**src/hw/tcb_lite_pkg.sv**
```systemverilog
/*
 * TCB-Lite bus protocol package
 * widths, vector types, request/response structs, handshake delay
 */
package tcb_lite_pkg;

    ////////////////////////////////////////
    // bus widths and handshake timing
    ////////////////////////////////////////

    localparam int unsigned ADR = 32;       // address width
    localparam int unsigned DAT = 32;       // data width
    localparam int unsigned BYT = DAT/8;    // byte enable width, one per byte lane
    localparam int unsigned DLY = 1;        // response delay after transfer

    ////////////////////////////////////////
    // vector types
    ////////////////////////////////////////

    typedef logic [ADR-1:0] tcb_adr_t;      // byte address
    typedef logic [DAT-1:0] tcb_dat_t;      // read/write data word
    typedef logic [BYT-1:0] tcb_byt_t;      // byte enable mask

    ////////////////////////////////////////
    // request and response payloads
    ////////////////////////////////////////

    // request, valid while vld is high
    typedef struct packed {
        logic     lck;  // keep arbitration after this transfer
        logic     wen;  // write enable
        logic     ren;  // read enable
        tcb_adr_t adr;  // address
        tcb_byt_t byt;  // byte enable
        tcb_dat_t wdt;  // write data
    } tcb_req_t;

    // response, DLY cycles after transfer, lasts one cycle
    typedef struct packed {
        tcb_dat_t rdt;  // read data
        logic     err;  // bus error
    } tcb_rsp_t;

    // response given locally on a decode miss
    localparam tcb_rsp_t RSP_ERR = '{rdt: '0, err: 1'b1};

    ////////////////////////////////////////
    // arbiter FSM
    ////////////////////////////////////////

    typedef enum logic {
        ARB_IDLE,       // free grant by priority
        ARB_LOCKED      // grant held by lock owner
    } arb_state_t;

endpackage: tcb_lite_pkg

```
**src/hw/tcb_lite_map_pkg.sv**
```systemverilog
/*
 * TCB-Lite system configuration package
 * port counts, manager address map, subordinate priority
 */
package tcb_lite_map_pkg;

    import tcb_lite_pkg::*;

    ////////////////////////////////////////
    // port counts and index types
    ////////////////////////////////////////

    localparam int unsigned SUB_IFN = 2;    // subordinate ports (bus managers)
    localparam int unsigned MAN_IFN = 2;    // manager ports (targets)

    typedef logic [$clog2(SUB_IFN)-1:0] sub_idx_t;  // subordinate port index
    typedef logic [$clog2(MAN_IFN)-1:0] man_idx_t;  // manager port index

    ////////////////////////////////////////
    // address map
    ////////////////////////////////////////

    // a manager matches when (adr & MASK) == BASE
    localparam tcb_adr_t MAN_BASE [MAN_IFN] = '{
        32'h0000_0000,  // man[0] 0x0000_0000 .. 0x0000_FFFF
        32'h8000_0000   // man[1] 0x8000_0000 .. 0x8000_FFFF
    };
    localparam tcb_adr_t MAN_MASK [MAN_IFN] = '{
        32'hFFFF_0000,
        32'hFFFF_0000
    };

    // priority order, entry 0 wins
    localparam sub_idx_t SUB_PRI [SUB_IFN] = '{1'd0, 1'd1};

endpackage: tcb_lite_map_pkg

```
**src/hw/tcb_lite_arbiter.sv**
```systemverilog
/*
 * TCB-Lite fixed priority arbiter
 * grants one subordinate per cycle, holds the grant across locked transfers
 */
module tcb_lite_arbiter
    import tcb_lite_pkg::*;
    import tcb_lite_map_pkg::*;
(
    input  logic               clk,
    input  logic               reset,
    input  logic [SUB_IFN-1:0] sub_vld,   // request valid per subordinate
    input  logic [SUB_IFN-1:0] sub_lck,   // request lock per subordinate
    input  logic               xfer,      // granted request transferred
    output logic               gnt_vld,   // some subordinate granted
    output sub_idx_t           gnt_idx    // granted subordinate
);

    ////////////////////////////////////////
    // lock state
    ////////////////////////////////////////

    arb_state_t state;
    sub_idx_t   own;      // lock owner

    always_ff @(posedge clk) begin
        if (reset) begin
            state <= ARB_IDLE;
            own   <= '0;
        end else if (xfer) begin
            // every transfer decides the next state
            if (sub_lck[gnt_idx]) begin
                state <= ARB_LOCKED;
                own   <= gnt_idx;
            end else begin
                state <= ARB_IDLE;  // owner released lock
            end
        end
    end

    ////////////////////////////////////////
    // grant
    ////////////////////////////////////////

    always_comb begin
        gnt_vld = 1'b0;
        gnt_idx = SUB_PRI[0];
        if (state == ARB_LOCKED) begin
            // only the owner may proceed
            gnt_vld = sub_vld[own];
            gnt_idx = own;
        end else begin
            // walk from lowest priority up, last hit wins
            for (int i = SUB_IFN-1; i >= 0; i--) begin
                if (sub_vld[SUB_PRI[i]]) begin
                    gnt_vld = 1'b1;
                    gnt_idx = SUB_PRI[i];
                end
            end
        end
    end

endmodule: tcb_lite_arbiter

```
**src/hw/tcb_lite_decoder.sv**
```systemverilog
/*
 * TCB-Lite address decoder
 * maps each subordinate address to a manager index and a hit flag
 */
module tcb_lite_decoder
    import tcb_lite_pkg::*;
    import tcb_lite_map_pkg::*;
(
    input  tcb_adr_t [SUB_IFN-1:0] sub_adr,   // address per subordinate
    output man_idx_t [SUB_IFN-1:0] dec_idx,   // decoded manager
    output logic     [SUB_IFN-1:0] dec_hit    // address inside the map
);

    ////////////////////////////////////////
    // per subordinate decode
    ////////////////////////////////////////

    // all subordinates decoded in parallel, independent of grant
    for (genvar s = 0; s < SUB_IFN; s++) begin: gen_sub

        logic [MAN_IFN-1:0] match;  // one bit per manager region
        man_idx_t           idx;    // encoded match

        // region compare
        for (genvar m = 0; m < MAN_IFN; m++) begin: gen_man
            assign match[m] = (sub_adr[s] & MAN_MASK[m]) == MAN_BASE[m];
        end: gen_man

        // regions do not overlap, lowest index taken anyway
        always_comb begin
            idx = '0;
            for (int m = MAN_IFN-1; m >= 0; m--) begin
                if (match[m]) begin
                    idx = man_idx_t'(m);
                end
            end
        end

        assign dec_idx[s] = idx;
        assign dec_hit[s] = |match;  // low on decode miss

    end: gen_sub

endmodule: tcb_lite_decoder

```
**src/hw/tcb_lite_interconnect.sv**
```systemverilog
/*
 * TCB-Lite two-to-two interconnect
 * arbiter and decoder work side by side, the switch combines them
 */
module tcb_lite_interconnect
    import tcb_lite_pkg::*;
    import tcb_lite_map_pkg::*;
(
    input  logic                   clk,
    input  logic                   reset,
    // subordinate ports, from bus managers
    input  logic     [SUB_IFN-1:0] sub_vld,
    input  tcb_req_t [SUB_IFN-1:0] sub_req,
    output logic     [SUB_IFN-1:0] sub_rdy,
    output tcb_rsp_t [SUB_IFN-1:0] sub_rsp,
    // manager ports, to targets
    output logic     [MAN_IFN-1:0] man_vld,
    output tcb_req_t [MAN_IFN-1:0] man_req,
    input  logic     [MAN_IFN-1:0] man_rdy,
    input  tcb_rsp_t [MAN_IFN-1:0] man_rsp
);

    ////////////////////////////////////////
    // internal wires
    ////////////////////////////////////////

    logic     [SUB_IFN-1:0] sub_lck;  // lock flags for the arbiter
    tcb_adr_t [SUB_IFN-1:0] sub_adr;  // addresses for the decoder
    logic                   gnt_vld;
    sub_idx_t               gnt_idx;
    man_idx_t [SUB_IFN-1:0] dec_idx;
    logic     [SUB_IFN-1:0] dec_hit;
    logic                   xfer;     // granted transfer this cycle

    for (genvar s = 0; s < SUB_IFN; s++) begin: gen_sub
        assign sub_lck[s] = sub_req[s].lck;
        assign sub_adr[s] = sub_req[s].adr;
    end: gen_sub

    ////////////////////////////////////////
    // blocks
    ////////////////////////////////////////

    tcb_lite_arbiter i_arb (
        .clk     (clk),
        .reset   (reset),
        .sub_vld (sub_vld),
        .sub_lck (sub_lck),
        .xfer    (xfer),
        .gnt_vld (gnt_vld),
        .gnt_idx (gnt_idx)
    );

    tcb_lite_decoder i_dec (
        .sub_adr (sub_adr),
        .dec_idx (dec_idx),
        .dec_hit (dec_hit)
    );

    tcb_lite_switch i_sw (
        .clk     (clk),
        .reset   (reset),
        .gnt_vld (gnt_vld),
        .gnt_idx (gnt_idx),
        .dec_idx (dec_idx),
        .dec_hit (dec_hit),
        .sub_req (sub_req),
        .sub_rdy (sub_rdy),
        .sub_rsp (sub_rsp),
        .man_vld (man_vld),
        .man_req (man_req),
        .man_rdy (man_rdy),
        .man_rsp (man_rsp),
        .xfer    (xfer)
    );

endmodule: tcb_lite_interconnect

```
**src/hw/tcb_lite_switch.sv**
```systemverilog
/*
 * TCB-Lite request/response switch
 * forwards the granted request to the decoded manager, answers decode
 * misses with an error and returns responses to their requester
 */
module tcb_lite_switch
    import tcb_lite_pkg::*;
    import tcb_lite_map_pkg::*;
(
    input  logic                   clk,
    input  logic                   reset,
    // arbiter and decoder results
    input  logic                   gnt_vld,
    input  sub_idx_t               gnt_idx,
    input  man_idx_t [SUB_IFN-1:0] dec_idx,
    input  logic     [SUB_IFN-1:0] dec_hit,
    // subordinate side
    input  tcb_req_t [SUB_IFN-1:0] sub_req,
    output logic     [SUB_IFN-1:0] sub_rdy,
    output tcb_rsp_t [SUB_IFN-1:0] sub_rsp,
    // manager side
    output logic     [MAN_IFN-1:0] man_vld,
    output tcb_req_t [MAN_IFN-1:0] man_req,
    input  logic     [MAN_IFN-1:0] man_rdy,
    input  tcb_rsp_t [MAN_IFN-1:0] man_rsp,
    // transfer of the granted request
    output logic                   xfer
);

    // where a response has to go
    typedef struct packed {
        logic     vld;  // transfer happened
        sub_idx_t sub;  // requester
        man_idx_t man;  // responding manager
        logic     mis;  // decode miss, answer locally
    } rte_t;

    ////////////////////////////////////////
    // request path
    ////////////////////////////////////////

    tcb_req_t sel_req;  // granted request
    man_idx_t sel_man;  // its manager
    logic     sel_hit;  // its decode hit
    logic     sel_rdy;  // ready seen by the granted subordinate

    assign sel_req = sub_req[gnt_idx];
    assign sel_man = dec_idx[gnt_idx];
    assign sel_hit = dec_hit[gnt_idx];

    // payload goes to every manager, only vld is steered
    always_comb begin
        for (int m = 0; m < MAN_IFN; m++) begin
            man_req[m] = sel_req;
        end
    end

    always_comb begin
        man_vld = '0;
        if (gnt_vld && sel_hit) begin
            man_vld[sel_man] = 1'b1;
        end
    end

    // a miss is accepted at once
    assign sel_rdy = sel_hit ? man_rdy[sel_man] : 1'b1;

    always_comb begin
        sub_rdy = '0;
        if (gnt_vld) begin
            sub_rdy[gnt_idx] = sel_rdy;  // others wait
        end
    end

    assign xfer = gnt_vld & sel_rdy;

    ////////////////////////////////////////
    // route delay line
    ////////////////////////////////////////

    rte_t rte_d;        // route of the current transfer
    rte_t rte_q [DLY];  // one stage per response delay cycle
    rte_t rte;          // route due this cycle

    assign rte_d = '{vld: xfer, sub: gnt_idx, man: sel_man, mis: ~sel_hit};

    always_ff @(posedge clk) begin
        if (reset) begin
            for (int i = 0; i < DLY; i++) begin
                rte_q[i] <= '0;
            end
        end else begin
            rte_q[0] <= rte_d;
            for (int i = 1; i < DLY; i++) begin
                rte_q[i] <= rte_q[i-1];
            end
        end
    end

    assign rte = rte_q[DLY-1];

    ////////////////////////////////////////
    // response path
    ////////////////////////////////////////

    always_comb begin
        sub_rsp = '0;  // idle ports see zero data, no error
        if (rte.vld) begin
            if (rte.mis) begin
                sub_rsp[rte.sub] = RSP_ERR;           // local error
            end else begin
                sub_rsp[rte.sub] = man_rsp[rte.man];  // target answer
            end
        end
    end

endmodule: tcb_lite_switch

```
**config.mk**
```make
export PLATFORM = sky130hd
export DESIGN_NAME = tcb_lite_interconnect
export DESIGN_NICKNAME = d
export VERILOG_FILES = /design/src/hw/tcb_lite_pkg.sv /design/src/hw/tcb_lite_map_pkg.sv /design/src/hw/tcb_lite_arbiter.sv /design/src/hw/tcb_lite_decoder.sv /design/src/hw/tcb_lite_interconnect.sv /design/src/hw/tcb_lite_switch.sv
export SDC_FILE = /design/constraint.sdc
export NUM_CORES = 1
export LEC_CHECK = 0
export BUFFER_PORTS_ARGS = -buffer_cell sky130_fd_sc_hd__buf_2
export CAP_MARGIN = 15
export CORE_AREA = 2 2 164 166
export CTS_BUF_LIST = sky130_fd_sc_hd__clkbuf_8
export DETAILED_ROUTE_END_ITERATION = 6
export DIE_AREA = 0 0 166 168
export GPL_TIMING_DRIVEN = 0
export SKIP_CTS_REPAIR_TIMING = 1
export SYNTH_ARGS = -nofsm -noshare
export SYNTH_HDL_FRONTEND = slang
export SYNTH_SLANG_ARGS = --single-unit
```
**constraint.sdc**
```tcl
create_clock -name clk -period 3.9 [get_ports clk]
set_clock_uncertainty 0.05 [all_clocks]
set_input_delay 1.17 -clock clk [delete_from_list [all_inputs] [get_ports clk]]
set_output_delay 1.17 -clock clk [all_outputs]
set_load 0.01 [all_outputs]
```
==> out/qor.txt <==
largest net degree at the start of global routing: 11
Leakage Power: 3.28 nW
1st-iter DRT viols: 121
Worst Hold End: i_arb.own
Clock Path Buffers: 2
HP Class: reg2reg
final worst-path cycle share: 1.14
Syn-to-layout area delta: 137%
Max Freq: 226 MHz
CP endpoint kind: primary output
Unique masters post-synth: 33
main combinational cell family by area after synthesis: multiplexers
post-route ant nets: 0
maxcap violations: 0
P per Cell Area: 170 nW/µm²
num rows: 60
fin crit period: 4.43 ns
FF-to-FF path depth: 9
actual slew at the worst max-slew pin: 0.850 ns
die width: 166 µm
design area: 5830 µm²
post-synthesis simple-gate area fraction: 0.186
mux share of post-synthesis cell area: 0.465
I/O Pins: 426
Synth Area in Adders: 0
WHS: 0.699 ns
Final Max Slew Viols: 0
vias per cell: 3.65
register bit total from synthesis: 6
Worst R2R End: i_arb.state
Setup crit start kind: primary input
Die H: 168 µm
total wire length: 19300 µm
R2R Path Start: i_arb.state
XOR/XNOR Fraction of Synth Area: 0
Core ar.: 26400 µm²
Rel. slew slack: 0.433
GRT Total Usage: 0.119
Final nets: 980
vias in the first global route: 3782
DRT Pass-1 Iters: 4
Crit path required time: 2.68 ns
Final Hold Vio Count: 0
Hold Crit Depth: 2
antenna violations before repair: 8
Post-Synthesis Cells: 316
Hold Startpoint: i_arb.own
sequential element share of the synthesized area: 0.0489
TritonCTS buffer count: 3
VDD IR max: 0.0923 mV
mapped cell area: 2460 µm²
full die area: 27900 µm²
failing checks: negative setup slack
TritonCTS clock tree: built
crit path from: sub_req[129]
RSZ-0062 raised after global routing: yes
Crit Path Max Fanout: 3
H-tree depth: 1
Ys Warns: 0
drt wl/cell: 17.4 µm
final core utilization: 0.221
area post-placement: 5010 µm²
DRC Markers: 0
global-route wire length before repair: 24600 µm
status: finished with violations
R2R Setup Slk: 1.56 ns
routed vias: 4043
Worst-path clk slew: 0.04 ns
clock root buffer: clkbuf_8
Starting Density: 0.0933
CP arrival: 3.21 ns
post-synthesis compound-gate area fraction: 0.0463
final setup vio count: 46
share of layout cells above drive strength 1: 0.801
type of the worst setup path: in2out
Post-DP HPWL: 16500 µm
final worst slack: -0.534 ns
grt ovf: 0
port bufs: 425
GPL Wtd Cong: 0.822
# clock sinks: 6
worst skew pair latency: 0.22 ns
syn avg cell area: 7.78 µm²
Mapped Nets: 530
-- metrics by stage --
| step | worst slack [ns] | std cells | TNS (ns) | power (W) |
|---|---|---|---|---|
| after floorplan | -0.00604 | 316 | -0.00604 | 0.000426 |
| after global placement | -1.05 | 1082 | -111.91 | 0.000764 |
| after detailed placement | -1.06 | 1082 | -114.23 | 0.000766 |
| after CTS | -1.06 | 1085 | -113.73 | 0.000864 |
| after global routing | -0.581 | 1108 | -6.72 | 0.00106 |
| final | -0.534 | 1109 | -3.59 | 0.000993 |
-- how the worst max path moves through the flow --
stage / endpoint / cells after the start
floorplan: sub_rdy[0] / 6
global placement: man_req[126] / 8
detailed placement: man_req[126] / 8
CTS: man_req[126] / 8
global route: sub_rdy[0] / 9
finish: sub_rdy[0] / 9
-- worst max-delay path, stage by stage --
cell	delay, ns
buf_6	0.10
nor4_2	0.27
nand4_1	0.27
o32a_4	0.46
and3_4	0.16
a311oi_4	0.26
buf_6	0.17
and2b_2	0.22
buf_6	0.12
-- cells by family (layout without fill, tap and decap cells) --
family	count (synthesis)	in the layout
buffers and inverters	93	541
AO/OA/AOI/OAI	11	11
other	0	4
AND/OR/NAND/NOR	101	101
multiplexers	105	105
flip-flops	6	6
-- metal layers --
layer / vias to the layer above / share of wire / global-route usage
met3: 12 / 0.083 / 0.0214
met4: 2 / 0.013 / 0.0257
li1: 1914 / - / -
met2: 274 / 0.53 / 0.226
met5: - / 0.00052 / 0
met1: 1841 / 0.38 / 0.138
-- cell usage in the layout (no fill, tap or decap), types with 11 or more instances in the layout --
cell	instances
nor2_1	73
buf_6	32
mux2_2	27
buf_2	397
clkbuf_1	11
buf_4	78
mux2i_1	34
mux2_4	43
-- where the power goes --
part / internal [W] / total (W) / switching [W] / leakage, nW
Clock: 0.0000661 / 0.0000909 / 0.0000247 / 0.0216
Combinational: 0.000462 / 0.000832 / 0.000370 / 3.21
Sequential: 0.0000658 / 0.0000701 / 0.00000436 / 0.0496
-- state kept, by name, summed over array words and instances (netlist names) --
name / cells
i_arb.own: 1
i_arb.state: 1
i_sw.rte_q: 4
-- synth_stat cells --
library cell | count | share of area
a211oi_1 | 1 | 0.0031
buf_1 | 1 | 0.0015
and2b_2 | 2 | 0.0071
a21oi_1 | 2 | 0.0041
or2b_1 | 1 | 0.0031
o211ai_1 | 1 | 0.0031
o32a_4 | 1 | 0.0092
a311oi_4 | 1 | 0.011
nor4_2 | 2 | 0.010
mux2_2 | 69 | 0.32
a22oi_1 | 1 | 0.0031
dfxtp_1 | 6 | 0.049
buf_2 | 7 | 0.014
nand4_1 | 3 | 0.0076
nor3b_1 | 1 | 0.0031
buf_4 | 71 | 0.22
a21o_2 | 1 | 0.0036
a221o_1 | 1 | 0.0041
inv_1 | 2 | 0.0031
mux2_4 | 1 | 0.0061
nor2_1 | 74 | 0.11
o21ai_0 | 1 | 0.0020
nand3_1 | 1 | 0.0020
nand2_1 | 5 | 0.0076
mux2i_1 | 35 | 0.14
or3b_2 | 1 | 0.0036
nor3_1 | 2 | 0.0041
and3_4 | 1 | 0.0046
or2_2 | 1 | 0.0025
nor2b_1 | 3 | 0.0076
nor4_1 | 4 | 0.010
clkbuf_1 | 12 | 0.018
o32ai_1 | 1 | 0.0036
-- area by class of cell --
type,instances,area (µm²)
Inverter,2,7.51
Buffer,76,589
Tap cell,341,427
Clock buffer,3,41.3
Multi-Input combinational cell,217,1910
Sequential cell,6,120
Fill cell,2934,20500
Timing Repair Buffer,460,2720
Antenna cell,4,10.0
Note: power is estimated with default switching activity, not from simulation.
